$ cat src/hw/mem_ctrl_pkg.sv
package mem_ctrl_pkg;

    // ##################################################
    // widths
    // ##################################################

    typedef logic [31:0] addr_t;      // byte address on the ram port.
    typedef logic [31:0] word_t;      // instruction or data word.
    typedef logic [7:0]  byte_t;      // one ram data byte.
    typedef logic [1:0]  byte_idx_t;  // byte position within a word.

    // ##################################################
    // requesters and access kinds
    // ##################################################

    typedef enum logic [1:0] {
        OWN_FETCH,
        OWN_LOAD,
        OWN_STORE
    } owner_t;

    typedef enum logic [2:0] {
        LD_B,
        LD_H,
        LD_W,
        LD_BU,
        LD_HU
    } load_kind_t;

    typedef enum logic [1:0] {
        ST_B,
        ST_H,
        ST_W
    } store_size_t;

    // setup carries the first byte, drain waits for the last read byte.
    typedef enum logic [1:0] {
        SEQ_IDLE,
        SEQ_SETUP,
        SEQ_XFER,
        SEQ_DRAIN
    } seq_state_t;

endpackage

$ cat src/hw/mem_arbiter.sv
module mem_arbiter (
    input  logic                 clk_in,
    input  logic                 rst_in,
    input  logic                 rdy_in,
    input  logic                 flush,
    input  logic                 fetch_req,
    input  logic                 load_req,
    input  logic                 store_req,
    input  logic                 xfer_end,
    output mem_ctrl_pkg::owner_t owner,
    output logic                 busy,
    output logic                 fetch_grant,
    output logic                 load_grant,
    output logic                 store_grant
);

    mem_ctrl_pkg::owner_t winner;
    logic                 any_req;

    assign any_req = fetch_req | load_req | store_req;

    // the scan starts at the last owner and rotates fetch, load, store.
    always_comb begin
        winner = owner;
        case (owner)
            mem_ctrl_pkg::OWN_LOAD: begin
                if (load_req)       winner = mem_ctrl_pkg::OWN_LOAD;
                else if (store_req) winner = mem_ctrl_pkg::OWN_STORE;
                else if (fetch_req) winner = mem_ctrl_pkg::OWN_FETCH;
            end
            mem_ctrl_pkg::OWN_STORE: begin
                if (store_req)      winner = mem_ctrl_pkg::OWN_STORE;
                else if (fetch_req) winner = mem_ctrl_pkg::OWN_FETCH;
                else if (load_req)  winner = mem_ctrl_pkg::OWN_LOAD;
            end
            default: begin
                if (fetch_req)      winner = mem_ctrl_pkg::OWN_FETCH;
                else if (load_req)  winner = mem_ctrl_pkg::OWN_LOAD;
                else if (store_req) winner = mem_ctrl_pkg::OWN_STORE;
            end
        endcase
    end

    always_ff @(posedge clk_in) begin
        if (rst_in) begin
            owner <= mem_ctrl_pkg::OWN_FETCH;
            busy  <= 1'b0;
        end else if (rdy_in) begin
            if (flush) begin
                owner <= mem_ctrl_pkg::OWN_FETCH;  // fetch restarts after a flush.
                busy  <= 1'b0;
            end else if (busy) begin
                if (xfer_end) busy <= 1'b0;
            end else if (any_req) begin
                owner <= winner;
                busy  <= 1'b1;
            end
        end
    end

    assign fetch_grant = (owner == mem_ctrl_pkg::OWN_FETCH);
    assign load_grant  = (owner == mem_ctrl_pkg::OWN_LOAD);
    assign store_grant = (owner == mem_ctrl_pkg::OWN_STORE);

endmodule

$ cat src/hw/byte_sequencer.sv
module byte_sequencer (
    input  logic                      clk_in,
    input  logic                      rst_in,
    input  logic                      rdy_in,
    input  logic                      flush,
    input  logic                      busy,
    input  mem_ctrl_pkg::owner_t      owner,
    input  mem_ctrl_pkg::addr_t       fetch_pc,
    input  mem_ctrl_pkg::addr_t       load_addr,
    input  mem_ctrl_pkg::addr_t       store_addr,
    input  mem_ctrl_pkg::word_t       store_data,
    input  mem_ctrl_pkg::load_kind_t  load_kind,
    input  mem_ctrl_pkg::store_size_t store_size,
    output mem_ctrl_pkg::addr_t       ram_addr,
    output mem_ctrl_pkg::byte_t       ram_wdata,
    output logic                      ram_wr,
    output logic                      xfer_end,
    output logic                      capture,
    output mem_ctrl_pkg::byte_idx_t   cap_idx,
    output logic                      cap_last,
    output logic                      fetch_done,
    output logic                      load_done,
    output logic                      store_done
);

    mem_ctrl_pkg::seq_state_t state;
    mem_ctrl_pkg::byte_idx_t  last_idx;   // index of the final byte of this transfer.
    mem_ctrl_pkg::byte_idx_t  bus_idx;    // byte whose address is on the ram port.
    mem_ctrl_pkg::byte_idx_t  issue_idx;
    mem_ctrl_pkg::byte_idx_t  xfer_last;
    mem_ctrl_pkg::addr_t      base_addr;
    logic                     is_store;
    logic                     more;
    logic                     issue;
    logic                     rd_v;       // a read address is on the ram port.

    // ##################################################
    // access length and base address of the owner
    // ##################################################

    always_comb begin
        base_addr = fetch_pc;
        xfer_last = 2'd3;
        case (owner)
            mem_ctrl_pkg::OWN_LOAD: begin
                base_addr = load_addr;
                case (load_kind)
                    mem_ctrl_pkg::LD_B, mem_ctrl_pkg::LD_BU: xfer_last = 2'd0;
                    mem_ctrl_pkg::LD_H, mem_ctrl_pkg::LD_HU: xfer_last = 2'd1;
                    default:                                 xfer_last = 2'd3;
                endcase
            end
            mem_ctrl_pkg::OWN_STORE: begin
                base_addr = store_addr;
                case (store_size)
                    mem_ctrl_pkg::ST_B: xfer_last = 2'd0;
                    mem_ctrl_pkg::ST_H: xfer_last = 2'd1;
                    default:            xfer_last = 2'd3;
                endcase
            end
            default: begin
                base_addr = fetch_pc;
                xfer_last = 2'd3;
            end
        endcase
    end

    assign is_store  = (owner == mem_ctrl_pkg::OWN_STORE);
    assign more      = (bus_idx != last_idx);
    assign issue_idx = (state == mem_ctrl_pkg::SEQ_IDLE) ? 2'd0 : bus_idx + 2'd1;
    assign issue     = ((state == mem_ctrl_pkg::SEQ_IDLE) && busy) ||
                       (((state == mem_ctrl_pkg::SEQ_SETUP) ||
                         (state == mem_ctrl_pkg::SEQ_XFER)) && more);

    // ##################################################
    // state machine and ram port
    // ##################################################

    always_ff @(posedge clk_in) begin
        if (rst_in) begin
            state      <= mem_ctrl_pkg::SEQ_IDLE;
            ram_wr     <= 1'b0;
            rd_v       <= 1'b0;
            capture    <= 1'b0;
            fetch_done <= 1'b0;
            load_done  <= 1'b0;
            store_done <= 1'b0;
        end else if (rdy_in) begin
            capture    <= rd_v;     // read data arrives one cycle after the address.
            cap_idx    <= bus_idx;
            fetch_done <= 1'b0;
            load_done  <= 1'b0;
            store_done <= 1'b0;
            if (flush) begin
                state   <= mem_ctrl_pkg::SEQ_IDLE;
                ram_wr  <= 1'b0;
                rd_v    <= 1'b0;
                capture <= 1'b0;
            end else begin
                case (state)
                    mem_ctrl_pkg::SEQ_IDLE: begin
                        if (busy) begin
                            last_idx <= xfer_last;
                            state    <= mem_ctrl_pkg::SEQ_SETUP;
                        end
                    end
                    mem_ctrl_pkg::SEQ_SETUP, mem_ctrl_pkg::SEQ_XFER: begin
                        if (more) begin
                            state <= mem_ctrl_pkg::SEQ_XFER;
                        end else begin
                            state  <= mem_ctrl_pkg::SEQ_DRAIN;
                            ram_wr <= 1'b0;  // the last write byte lands on this edge.
                            rd_v   <= 1'b0;
                        end
                    end
                    mem_ctrl_pkg::SEQ_DRAIN: begin
                        state      <= mem_ctrl_pkg::SEQ_IDLE;
                        fetch_done <= (owner == mem_ctrl_pkg::OWN_FETCH);
                        load_done  <= (owner == mem_ctrl_pkg::OWN_LOAD);
                        store_done <= (owner == mem_ctrl_pkg::OWN_STORE);
                    end
                    default: state <= mem_ctrl_pkg::SEQ_IDLE;
                endcase
                if (issue) begin
                    ram_addr  <= base_addr + mem_ctrl_pkg::addr_t'(issue_idx);
                    ram_wdata <= store_data[8*issue_idx +: 8];
                    ram_wr    <= is_store;
                    rd_v      <= !is_store;
                    bus_idx   <= issue_idx;
                end
            end
        end
    end

    assign xfer_end = (state == mem_ctrl_pkg::SEQ_DRAIN);
    assign cap_last = capture && (cap_idx == last_idx);

endmodule

$ cat src/hw/load_assembler.sv
module load_assembler (
    input  logic                     clk_in,
    input  logic                     rst_in,
    input  logic                     rdy_in,
    input  logic                     flush,
    input  logic                     capture,
    input  mem_ctrl_pkg::byte_idx_t  cap_idx,
    input  logic                     cap_last,
    input  mem_ctrl_pkg::byte_t      ram_rdata,
    input  mem_ctrl_pkg::load_kind_t load_kind,
    output mem_ctrl_pkg::word_t      fetch_inst,
    output mem_ctrl_pkg::word_t      load_data
);

    mem_ctrl_pkg::word_t partial;
    mem_ctrl_pkg::word_t full_word;  // partial word with the arriving byte merged in.

    function automatic mem_ctrl_pkg::word_t extend(
        input mem_ctrl_pkg::word_t      w,
        input mem_ctrl_pkg::load_kind_t kind
    );
        mem_ctrl_pkg::word_t r;
        case (kind)
            mem_ctrl_pkg::LD_B:  r = {{24{w[7]}}, w[7:0]};
            mem_ctrl_pkg::LD_H:  r = {{16{w[15]}}, w[15:0]};
            mem_ctrl_pkg::LD_BU: r = {24'd0, w[7:0]};
            mem_ctrl_pkg::LD_HU: r = {16'd0, w[15:0]};
            default:             r = w;
        endcase
        return r;
    endfunction

    always_comb begin
        full_word                   = partial;
        full_word[8*cap_idx +: 8]   = ram_rdata;
    end

    // ##################################################
    // byte collection and result registers
    // ##################################################

    always_ff @(posedge clk_in) begin
        if (rst_in) begin
            partial <= '0;
        end else if (rdy_in) begin
            if (flush) begin
                partial <= '0;
            end else if (capture) begin
                partial <= full_word;
            end
        end
    end

    // results hold until the next completed read.
    always_ff @(posedge clk_in) begin
        if (rdy_in && !flush && cap_last) begin
            fetch_inst <= full_word;
            load_data  <= extend(full_word, load_kind);
        end
    end

endmodule

$ cat src/hw/mem_ctrl.sv
module mem_ctrl (
    input  logic                      clk_in,
    input  logic                      rst_in,
    input  logic                      rdy_in,
    input  logic                      flush,
    output mem_ctrl_pkg::addr_t       ram_addr,
    output mem_ctrl_pkg::byte_t       ram_wdata,
    output logic                      ram_wr,
    input  mem_ctrl_pkg::byte_t       ram_rdata,
    input  logic                      fetch_req,
    input  mem_ctrl_pkg::addr_t       fetch_pc,
    output logic                      fetch_grant,
    output logic                      fetch_done,
    output mem_ctrl_pkg::word_t       fetch_inst,
    input  logic                      load_req,
    input  mem_ctrl_pkg::addr_t       load_addr,
    input  mem_ctrl_pkg::load_kind_t  load_kind,
    output logic                      load_grant,
    output logic                      load_done,
    output mem_ctrl_pkg::word_t       load_data,
    input  logic                      store_req,
    input  mem_ctrl_pkg::addr_t       store_addr,
    input  mem_ctrl_pkg::word_t       store_data,
    input  mem_ctrl_pkg::store_size_t store_size,
    output logic                      store_grant,
    output logic                      store_done
);

    mem_ctrl_pkg::owner_t    owner;
    logic                    busy;
    logic                    xfer_end;   // last cycle of the running transfer.
    logic                    capture;
    mem_ctrl_pkg::byte_idx_t cap_idx;
    logic                    cap_last;

    mem_arbiter arb0 (
        .clk_in      (clk_in),
        .rst_in      (rst_in),
        .rdy_in      (rdy_in),
        .flush       (flush),
        .fetch_req   (fetch_req),
        .load_req    (load_req),
        .store_req   (store_req),
        .xfer_end    (xfer_end),
        .owner       (owner),
        .busy        (busy),
        .fetch_grant (fetch_grant),
        .load_grant  (load_grant),
        .store_grant (store_grant)
    );

    byte_sequencer seq0 (
        .clk_in     (clk_in),
        .rst_in     (rst_in),
        .rdy_in     (rdy_in),
        .flush      (flush),
        .busy       (busy),
        .owner      (owner),
        .fetch_pc   (fetch_pc),
        .load_addr  (load_addr),
        .store_addr (store_addr),
        .store_data (store_data),
        .load_kind  (load_kind),
        .store_size (store_size),
        .ram_addr   (ram_addr),
        .ram_wdata  (ram_wdata),
        .ram_wr     (ram_wr),
        .xfer_end   (xfer_end),
        .capture    (capture),
        .cap_idx    (cap_idx),
        .cap_last   (cap_last),
        .fetch_done (fetch_done),
        .load_done  (load_done),
        .store_done (store_done)
    );

    load_assembler asm0 (
        .clk_in     (clk_in),
        .rst_in     (rst_in),
        .rdy_in     (rdy_in),
        .flush      (flush),
        .capture    (capture),
        .cap_idx    (cap_idx),
        .cap_last   (cap_last),
        .ram_rdata  (ram_rdata),
        .load_kind  (load_kind),
        .fetch_inst (fetch_inst),
        .load_data  (load_data)
    );

endmodule

$ cat config.mk
export PLATFORM = sky130hd
export DESIGN_NAME = mem_ctrl
export DESIGN_NICKNAME = d
export VERILOG_FILES = /design/src/hw/mem_ctrl_pkg.sv /design/src/hw/mem_arbiter.sv /design/src/hw/byte_sequencer.sv /design/src/hw/load_assembler.sv /design/src/hw/mem_ctrl.sv
export SDC_FILE = /design/constraint.sdc
export NUM_CORES = 1
export LEC_CHECK = 0
export ABC_AREA = 1
export BUFFER_PORTS_ARGS = -buffer_cell sky130_fd_sc_hd__buf_2
export CAP_MARGIN = 15
export CORE_UTILIZATION = 52
export CTS_CLUSTER_DIAMETER = 50
export DETAILED_ROUTE_END_ITERATION = 8
export GPL_TIMING_DRIVEN = 0
export PLACE_DENSITY = 0.8
export SLEW_MARGIN = 10
export SYNTH_ARGS = -nofsm -noshare
export SYNTH_HDL_FRONTEND = slang
export SYNTH_SLANG_ARGS = --single-unit
export TNS_END_PERCENT = 50
$ cat constraint.sdc
create_clock -name clk_in -period 7 [get_ports clk_in]
set_input_delay 1.75 -clock clk_in [delete_from_list [all_inputs] [get_ports clk_in]]
set_output_delay 1.75 -clock clk_in [all_outputs]
set_load 0.005 [all_outputs]
======== Yosys cells after proc, flatten, opt, wreduce, memory -nomap -nowiden ========
Index checks and enable logic that the tools add are counted.
word-level totals
  register bits after elaboration ......... 153
  input port bits ......................... 148
operators by class
  bitwise logic cells ..................... 4
  shift operators ......................... 3
  add/sub/neg operators ................... 3
  reduce and logical (&&, ||, !) cells .... 27
  eq/ne operators ......................... 14
  multiplexer cells ....................... 43
operators with widths
  cell                                                                      number
  32-bit case mux with 4 select lines                                       1
  32-bit two-way mux                                                        2
  32-bit case mux with 2 select lines                                       1
  5-bit negator with 34-bit output                                          1
  8-bit by 34-bit variable shift with 32-bit output (first input constant)  1
  8-bit by 34-bit indexed part select with 32-bit output                    1
  32-bit by 2-bit adder with 32-bit output                                  1
  32-bit bitwise mux                                                        1
  32-bit by 6-bit indexed part select with 8-bit output                     1
  2-bit two-way mux                                                         15
  1-bit two-way mux                                                         18
  2-bit case mux with 2 select lines                                        4
  4-bit AND reduction                                                       2
  2-bit by 1-bit equality test with 1-bit output (second input constant)    3
  2-bit equality test (second input constant)                               3
  2-bit zero test                                                           3
  3-bit inequality test (second input constant)                             2
  2-bit case mux with 3 select lines                                        1
  2-bit AND reduction                                                       3
  2-bit OR reduction                                                        3
  1-bit logical AND                                                         5
  5-bit AND reduction                                                       1
  2-bit nonzero test                                                        2
  4-bit nonzero test                                                        1
  other kinds (14)                                                          18

======== Logic depth before layout (Yosys ltp) ========
Gate-level depths: netlist of run 1.
  depth after elaboration ................. 7
  mapped depth ............................ 20

======== Hierarchy ========
A second synthesis of run 1 with hierarchy kept.
second synthesis, totals
  cell total of the unflattened synthesis .. 1,000
  area total of the unflattened synthesis .. 8,515.7 um^2
by module, submodules not included
  module          area an instance (um^2)  times used  cells each
  byte_sequencer  4,290.4                  1           562
  load_assembler  3,961.3                  1           393
  mem_arbiter     264.0                    1           45

======== Least setup slack after synthesis of run 1 ========
Ideal clock, no wire load.
  path type ............................... input port to flip-flop
  start point ............................. input rdy_in
  end point ............................... register asm0.fetch_inst[10], enable pin
  buffers on the path ..................... 0
  data arrival time ....................... 5.981 ns
  slack ................................... 0.480 ns
  stages on the path ...................... 4
  cells stage by stage .................... inv_1 nor2_2 nand2_1 nor3_1
on the way
  longest elaborated chain between the ends .. 2
ends and longest elaborated chain
  element                          line                  source
  start: declaration               mem_ctrl.sv:4         input logic rdy_in,
  1-bit logical AND (2 in series)  load_assembler.sv:56  if (rdy_in && !flush && cap_last) begin
  end signal: assignment           load_assembler.sv:57  fetch_inst <= full_word;
  end: declaration                 load_assembler.sv:11  output mem_ctrl_pkg::word_t fetch_inst,
No other way between the ends.
A chain may end at the register's enable or synchronous reset.

======== Final worst setup path of run 1 ========
  start point ............................. input rdy_in
  end point ............................... register asm0.load_data[11], enable pin
on the way
  longest elaborated chain between the ends .. 2
ends and longest elaborated chain
  element                          line                  source
  1-bit logical AND (2 in series)  load_assembler.sv:56
  end signal: assignment           load_assembler.sv:58  load_data <= extend(full_word, load_kind);
  end: declaration                 load_assembler.sv:12  output mem_ctrl_pkg::word_t load_data
No other way between the ends.

==> impl_metrics.csv, run 1 <==
group,metric,value,unit
sta,fmax,278,MHz
global_route,grt_max_degree,23,
final_layout,design_area,10400,um^2
routing,route.detailed.drc,0,
yosys,ys_ff_latch,145,
die,dieArea,16300,um^2
pwr,power.share.clock,43.0,%
pwr,power_density,202,nW/um^2
sta,timing.hold.ws,0.460,ns
yosys,synth_top_area_share,37.2,%
clock_network,clockBufferDepth,2,
die,ioPinCount,259,
yosys,ys_types,47,
die,core-area,15300,um^2
critical_path,crit_type,"in2reg",
clock_network,htreeDepth,4,
critical_path,rr_endpoint,"seq0.ram_addr[26]",
global_route,gr-usage-all-layers,26.6,%
global_route,overflow,0,
yosys,avgSynthCellArea,8.84,um^2
clock_network,clkTransAtPathRegs,0.06,ns
yosys,yosys-top-cells-area,"edfxtp_1 (37%), nand2_1 (11%), dfxtp_1 (10%), inv_1 (4.3%), nor2_4 (3.0%)",
yosys,ys_seq_area_share,47.7,%
die,die_y,128,um
placement,place_area,9840,um^2
yosys,synth-edff-count,102,
yosys,yosysTopAreaCell,"edfxtp_1",
sta,hold_viol,0,
clock_network,clock-root-buffer,"clkbuf_16",
clock_network,cts_tree,"built",
yosys,synth_area,8220,um^2
pwr,pwr-share-comb,13.0,%
routing,routedWlPerCell,14.9,um
pwr,power,2.10,mW
critical_path,arrival,3.72,ns
placement,gp_congestion,0.895,
die,start_util,53.7,%
placement,port-buffer-count,257,
critical_path,crit_chain,"buf_2, inv_1, nor2_2, nand2_1, nor3_2, buf_4, buf_4",
yosys,syn_inst,930,
hold_path,hold_path_depth,2,
yosys,ys.flop_type,"edfxtp_1",
final_layout,fillCellCount,1273,
critical_path,worstPathRequired,7.12,ns
sta,worstMarginPinSlew,0.722,ns
flow_run,cap_viol_max_count,0,
routing,first_iter_violations,591,
pwr,p_int,1.56,mW
sta,rsz0062_at_grt,"no",
sta,fin_crit,3.60,ns
hold_path,min_from,"seq0.ram_wr",
final_layout,nets,1372,
clock_network,holdBufCountCts,0,
outcome,status,"completed",
routing,dr.pass1.iters,5,
global_route,antenna_found_initial,0,
routing,drtAntennaViolNets,0,
pwr,leakagePower,4.34,nW
die,die_x,128,um
final_layout,areaGrowthSynthToFinish,26.8,%
clock_network,cts_buffers,17,
critical_path,crit_fanout,14,
routing,routed_wl,21.4,mm
yosys,async_flop_share,0,%
yosys,synth_common_cells,"nand2_1 (237), edfxtp_1 (102), inv_1 (94)",
placement,place_inst,1403,
clock_network,post_cts_buffers,0,
critical_path,crit_slowest_cell,"nor3_2",
global_route,grt_pass1_vias,6817,
sta,setup_viol,0,
routing,viasPerCell,5.16,
final_layout,layout-drive-gt1-share,36.5,%
critical_path,startpoint,"rdy_in",
hold_path,hp-class,"reg2reg",
sta,relSlewSlack,51.7,%
pwr,sw_frac_of_total,25.8,%
critical_path,r2r_start,"arb0.owner[0]",
pwr,switchingPower,0.543,mW
routing,num_vias,7401,
critical_path,end_kind,"register",
hold_path,hold_end,"seq0.ram_wr",
critical_path,worstPathBufferInverterCount,4,
yosys,synth.most_common_cell,"nand2_1",
pwr,p_seq_share,44.0,%
critical_path,start_kind,"input port",
die,rows,45,
clock_network,cts_sinks,145,
pwr,max-vdd-ir-drop,0.000186,V
clock_network,clock_latency,0.43,ns
critical_path,rrSetupSlack,3.54,ns
sta,timing.final.crit_share,51.4,%
final_layout,diodes,0,
critical_path,reg2regPathDepth,20,
yosys,synth.net_count,1091,
sta,maxSlewViolCount,0,
global_route,grt_pass1_wl,33.3,mm
sta,skew,0.00863,ns
critical_path,max_stage_delay,0.62,ns
critical_path,cpMostUsedCell,"buf_4",
clock_network,ctsResizeCount,0,
final_layout,final_cells,1435,
yosys,yosys_warnings,0,
critical_path,path_delay_family,"simple AND/OR/NAND/NOR gates",
placement,hpwl,16.8,mm
==> stage by stage <==
stage	setup TNS, ns	setup WS [ns]	util (%)
3_3_place_gp	-66.17	-1.18	63.8
2_1_floorplan	0	0.480	-
3_5_place_dp	0	2.96	64.3
5_1_grt	0	3.27	68.1
6_report	0	3.40	68.1
4_1_cts	0	3.42	68.1
==> power by group through the flow <==
stage	clock network, mW	logic (mW)	registers (mW)
final	0.905	0.274	0.926
after CTS	0.910	0.274	0.926
after global routing	0.946	0.300	0.926
after detailed placement	0	0.273	0.944
after floorplan	0	0.179	0.944
after global placement	0	0.267	0.944
==> worst max path at each step <==
stage | endpoint | slack [ns] | cells after the start
finish | asm0.load_data[11] | 3.40 | 7
global route | asm0.load_data[11] | 3.27 | 7
CTS | asm0.load_data[11] | 3.42 | 7
detailed placement | asm0.load_data[11] | 2.96 | 7
global placement | asm0.load_data[10] | -1.18 | 5
floorplan | asm0.fetch_inst[10] | 0.48 | 4
==> layer usage <==
layer / GRT usage (%) / up-vias / wire [um]
met5: 0 / - / 0
met4: 13.2 / 0 / 839
met3: 7.10 / 50 / 1760
met2: 46.5 / 355 / 10600
met1: 30.1 / 3366 / 8190
li1: - / 3630 / -
==> placed cells by master, fill, tap and decap left out, drive strengths merged, types with 2 or more instances in the layout <==
cell type  Yosys  routed
xor2          10      10
o211ai        10      10
buf           32     294
nor2          89      89
nand4          8       8
nor3           5       5
clkbuf        12      30
o21ai         45      45
xnor2         10      10
nand2        274     274
and2           2       2
a31oi          8       8
a21oi         45      45
clkinv         2       7
dfxtp         43      43
a221o          2       2
nand3         53      53
o2111ai        2       2
ha            12      12
edfxtp       102     102
bufinv         0       2
inv           96     101
or2           28      28
clkinvlp       0       2
o22ai          8       8
o21a          16      16
mux2i          8       8
==> cell families after synthesis <==
family	count (synthesis)	share of synthesized area, %
buffers and inverters	142	8.02
AO/OA/AOI/OAI	142	10.2
adder cells (fa/ha/maj)	13	2.07
multiplexers	8	0.974
AND/OR/NAND/NOR	460	28.9
XOR/XNOR	20	2.13
flip-flops	145	47.7
==> layout make-up <==
type	count	area [um^2]	share of cell area [%]
timing repair buffer	262	1340	12.9
buffer	44	292	2.80
tap	211	264	2.53
clock buffer	18	429	4.12
inverter	98	368	3.53
multi-input combinational	643	3650	35.0
clock inverter	14	155	1.49
sequential	145	3920	37.6
==> worst reg2reg max path: cells and delay by family (launching register included) <==
family	cells	cell delay [ns]
simple gates	5	0.63
fa+ha+maj	3	0.85
compound gates	3	0.35
buf+inv	9	0.99
flops	1	0.37
==> sequential cells by signal, indices dropped and copies added (netlist names), 8 cells and up <==
register	count
seq0.ram_addr	32
asm0.load_data	32
asm0.fetch_inst	24
asm0.partial	32
seq0.ram_wdata	8
(Power assumes the default switching activity.)
==> inputs of run 2 (changes only) <==
--- a/config.mk
+++ b/config.mk
@@ -5,14 +5,14 @@
 export SDC_FILE = /design/constraint.sdc
 export NUM_CORES = 1
 export LEC_CHECK = 0
-export ABC_AREA = 1
+export ABC_AREA = 0
 export BUFFER_PORTS_ARGS = -buffer_cell sky130_fd_sc_hd__buf_2
 export CAP_MARGIN = 15
-export CORE_UTILIZATION = 52
+export CORE_UTILIZATION = 45
 export CTS_CLUSTER_DIAMETER = 50
 export DETAILED_ROUTE_END_ITERATION = 8
 export GPL_TIMING_DRIVEN = 0
-export PLACE_DENSITY = 0.8
+export PLACE_DENSITY = 0.75
 export SLEW_MARGIN = 10
 export SYNTH_ARGS = -nofsm -noshare
 export SYNTH_HDL_FRONTEND = slang
==> constraint.sdc (replaced) <==
create_clock -name clk_in -period 3.1 [get_ports clk_in]
set_input_delay 0.775 -clock clk_in [delete_from_list [all_inputs] [get_ports clk_in]]
set_output_delay 0.775 -clock clk_in [all_outputs]
set_load 0.005 [all_outputs]
==> run 2 against run 1 <==
  * Critical endpoint is now seq0.ram_addr[18]
  * Worst hold slack better by 0.013 ns
  * Via count down 15%
  * Largest cell class unchanged
  * Clock power grew 120%
==> impl_metrics.csv, run 2 <==
group,metric,value,unit
die,die_x,129,um
sta,setup_viol,0,
clock_network,clkTransAtPathRegs,0.07,ns
global_route,overflow,0,
yosys,ys_seq_area_share,53.9,%
yosys,ys.flop_type,"edfxtp_1",
die,dieArea,16700,um^2
critical_path,crit_fanout,7,
critical_path,end_kind,"register",
pwr,sw_frac_of_total,23.9,%
global_route,gr-usage-all-layers,24.0,%
outcome,status,"completed",
placement,port-buffer-count,257,
yosys,synth.most_common_cell,"edfxtp_1",
critical_path,crit_chain,"inv_2, ha_1, buf_4, buf_12, a21oi_1, ha_2, inv_1, fa_2, nor2_4, nand4_4, buf_6, nor2_1, xnor2_1",
final_layout,final_cell_mix,"buf_2 (259), edfxtp_1 (102), nand2_1 (80)",
critical_path,worstPathBufferInverterCount,5,
yosys,yosys-top-cells-area,"edfxtp_1 (42%), dfxtp_1 (12%), a22oi_1 (4.6%), o21ai_0 (4.3%), nand2_1 (4.1%)",
pwr,p_int,3.37,mW
clock_network,clock-root-buffer,"clkbuf_16",
routing,drtAntennaViolNets,0,
yosys,yosys_warnings,0,
die,die_y,129,um
die,core-area,15800,um^2
yosys,synth.net_count,868,
yosys,ys_ff_latch,145,
critical_path,crit_type,"reg2reg",
yosys,synth-edff-count,102,
yosys,syn_inst,707,
sta,hold_viol,0,
pwr,p_seq_share,47.0,%
clock_network,holdBufCountCts,0,
clock_network,htreeDepth,4,
routing,route.detailed.drc,0,
critical_path,path_depth,13,
final_layout,nets,1149,
routing,routed_wl,20.3,mm
global_route,grt_pass1_vias,5727,
final_layout,areaGrowthSynthToFinish,33.4,%
final_layout,finish.utilization,61.3,%
final_layout,fillCellCount,1356,
die,ioPinCount,259,
critical_path,reg2regPathDepth,13,
global_route,grt_pass1_wl,29.9,mm
final_layout,final_common_cell,"buf_2",
final_layout,regArea,3930,um^2
pwr,pwr-share-comb,8.8,%
sta,worstMarginPinSlew,0.864,ns
critical_path,rrSetupSlack,0.14,ns
sta,fmax,338,MHz
critical_path,path_delay_family,"adder cells",
clock_network,cts_sinks,145,
sta,tns,0,ns
placement,gp_congestion,0.975,
final_layout,multi_input_area,2970,um^2
final_layout,layout-drive-gt1-share,35.0,%
yosys,async_flop_share,0,%
die,start_util,46.0,%
pwr,power.share.clock,44.2,%
global_route,grt_max_degree,32,
pwr,leakagePower,3.78,nW
critical_path,start_kind,"register",
yosys,synth_common_cells,"edfxtp_1 (102), nand2_1 (80), inv_1 (71)",
pwr,max-vdd-ir-drop,0.000392,V
final_layout,top_regs,"asm0.load_data: 32 flops, asm0.partial: 32 flops, seq0.ram_addr: 32 flops",
placement,hpwl,15.5,mm
sta,skew,0.00781,ns
critical_path,worstPathRequired,3.26,ns
routing,num_vias,6324,
pwr,power_density,456,nW/um^2
clock_network,clock_latency,0.42,ns
placement,pre_cts_ws,-0.833,ns
clock_network,cts_tree,"built",
hold_path,hold_path_depth,2,
flow_run,cap_viol_max_count,0,
sta,maxSlewViolCount,0,
critical_path,crit_slowest_cell,"fa_2",
yosys,synth_area,7280,um^2
hold_path,hp-class,"reg2reg",
clock_network,cts_buffers,17,
die,rows,46,
yosys,yosysTopAreaCell,"edfxtp_1",
critical_path,arrival,3.12,ns
routing,dr.pass1.iters,5,
sta,timing.final.crit_share,95.5,%
pwr,switchingPower,1.06,mW
routing,routedWlPerCell,16.6,um
sta,fin_crit,2.96,ns
yosys,synth_top_area_share,42.1,%
yosys,ys_types,55,
sta,setup_ws,0.140,ns
routing,first_iter_violations,385,
global_route,antenna_found_initial,4,
routing,viasPerCell,5.18,
critical_path,max_stage_delay,0.40,ns
yosys,avgSynthCellArea,10.3,um^2
clock_network,clockBufferDepth,2,
sta,relSlewSlack,41.9,%
[run 2: changes by cell type after synthesis, moves of 15 or more]
cell	previous run	this run
nor2_2	19	1
a22o_1	1	23
nor2_1	48	63
inv_1	94	71
nor2_4	22	0
o21ai_0	39	63
nand2_2	27	0
a21oi_1	45	12
nand2_1	237	80
nand3_1	33	4
a22oi_1	0	45
or2_2	17	1
o21a_1	16	1
nand3_2	19	0
[run 2: worst paths after layout]
kind | from | to
min reg2reg | seq0.load_done | seq0.load_done
max | arb0.owner[0] | seq0.ram_addr[18]
min | seq0.load_done | seq0.load_done
max reg2reg | arb0.owner[0] | seq0.ram_addr[18]
[run 2: routing by layer]
metal | GRT usage (%) | up-vias | part of all wire, %
li1 | - | 3067 | -
met1 | 27.0 | 2917 | 38
met2 | 41.9 | 298 | 52
met3 | 6.52 | 42 | 6.9
met4 | 12.4 | 0 | 3.2
met5 | 0 | - | 0
[run 2: through the flow]
step	total power, mW	cells	instance area, um^2	hold slack, ns
global placement	2.49	1180	8860	0.455
global route	4.57	1221	9710	0.490
finish	4.43	1222	9710	0.473
floorplan	2.32	707	7300	0.455
CTS	4.43	1212	9570	0.475
detailed placement	2.49	1185	8930	0.465
[run 2: what timing repair did]
action,4_1_cts,5_1_grt
endpoints found under the setup margin,30,25
setup buffers,2,4
pin swaps,4,3
cloned,0,1
gates resized for setup,21,13
[run 2: logic make-up after synthesis]
logic type,share of synthesized area [%]
and+or+nand+nor,14.0
AOI/OAI and AO/OA,14.6
DFF,53.9
buffers and inverters,7.27
xor gates and xnor gates,4.33
muxes,3.51
adders and majority gates,2.34
[run 2: power groups by stage]
stage          Combinational, mW  Sequential (mW)  Clock (mW)
2_1_floorplan              0.194             2.12           0
3_3_place_gp               0.363             2.12           0
3_5_place_dp               0.371             2.12           0
4_1_cts                    0.375             2.08        1.98
5_1_grt                    0.422             2.08        2.06
6_report                   0.390             2.08        1.96
[run 2: final cells by class]
| cell class | count | share of cell area [%] |
|---|---|---|
| antenna | 5 | 0.129 |
| buffer | 35 | 2.58 |
| clock buffer | 19 | 4.46 |
| clock inverter | 13 | 1.33 |
| inverter | 73 | 2.89 |
| multi-input combinational | 447 | 30.6 |
| sequential | 145 | 40.4 |
| tap | 216 | 2.78 |
| timing repair buffer | 269 | 14.8 |
[run 2: worst register-to-register path: stages (launching register included)]
cell,delay [ns]
dfxtp_1,0.38
inv_2,0.07
ha_1,0.29
buf_4,0.17
buf_12,0.14
a21oi_1,0.15
ha_2,0.20
inv_1,0.06
fa_2,0.40
nor2_4,0.14
nand4_4,0.26
buf_6,0.23
nor2_1,0.13
xnor2_1,0.08
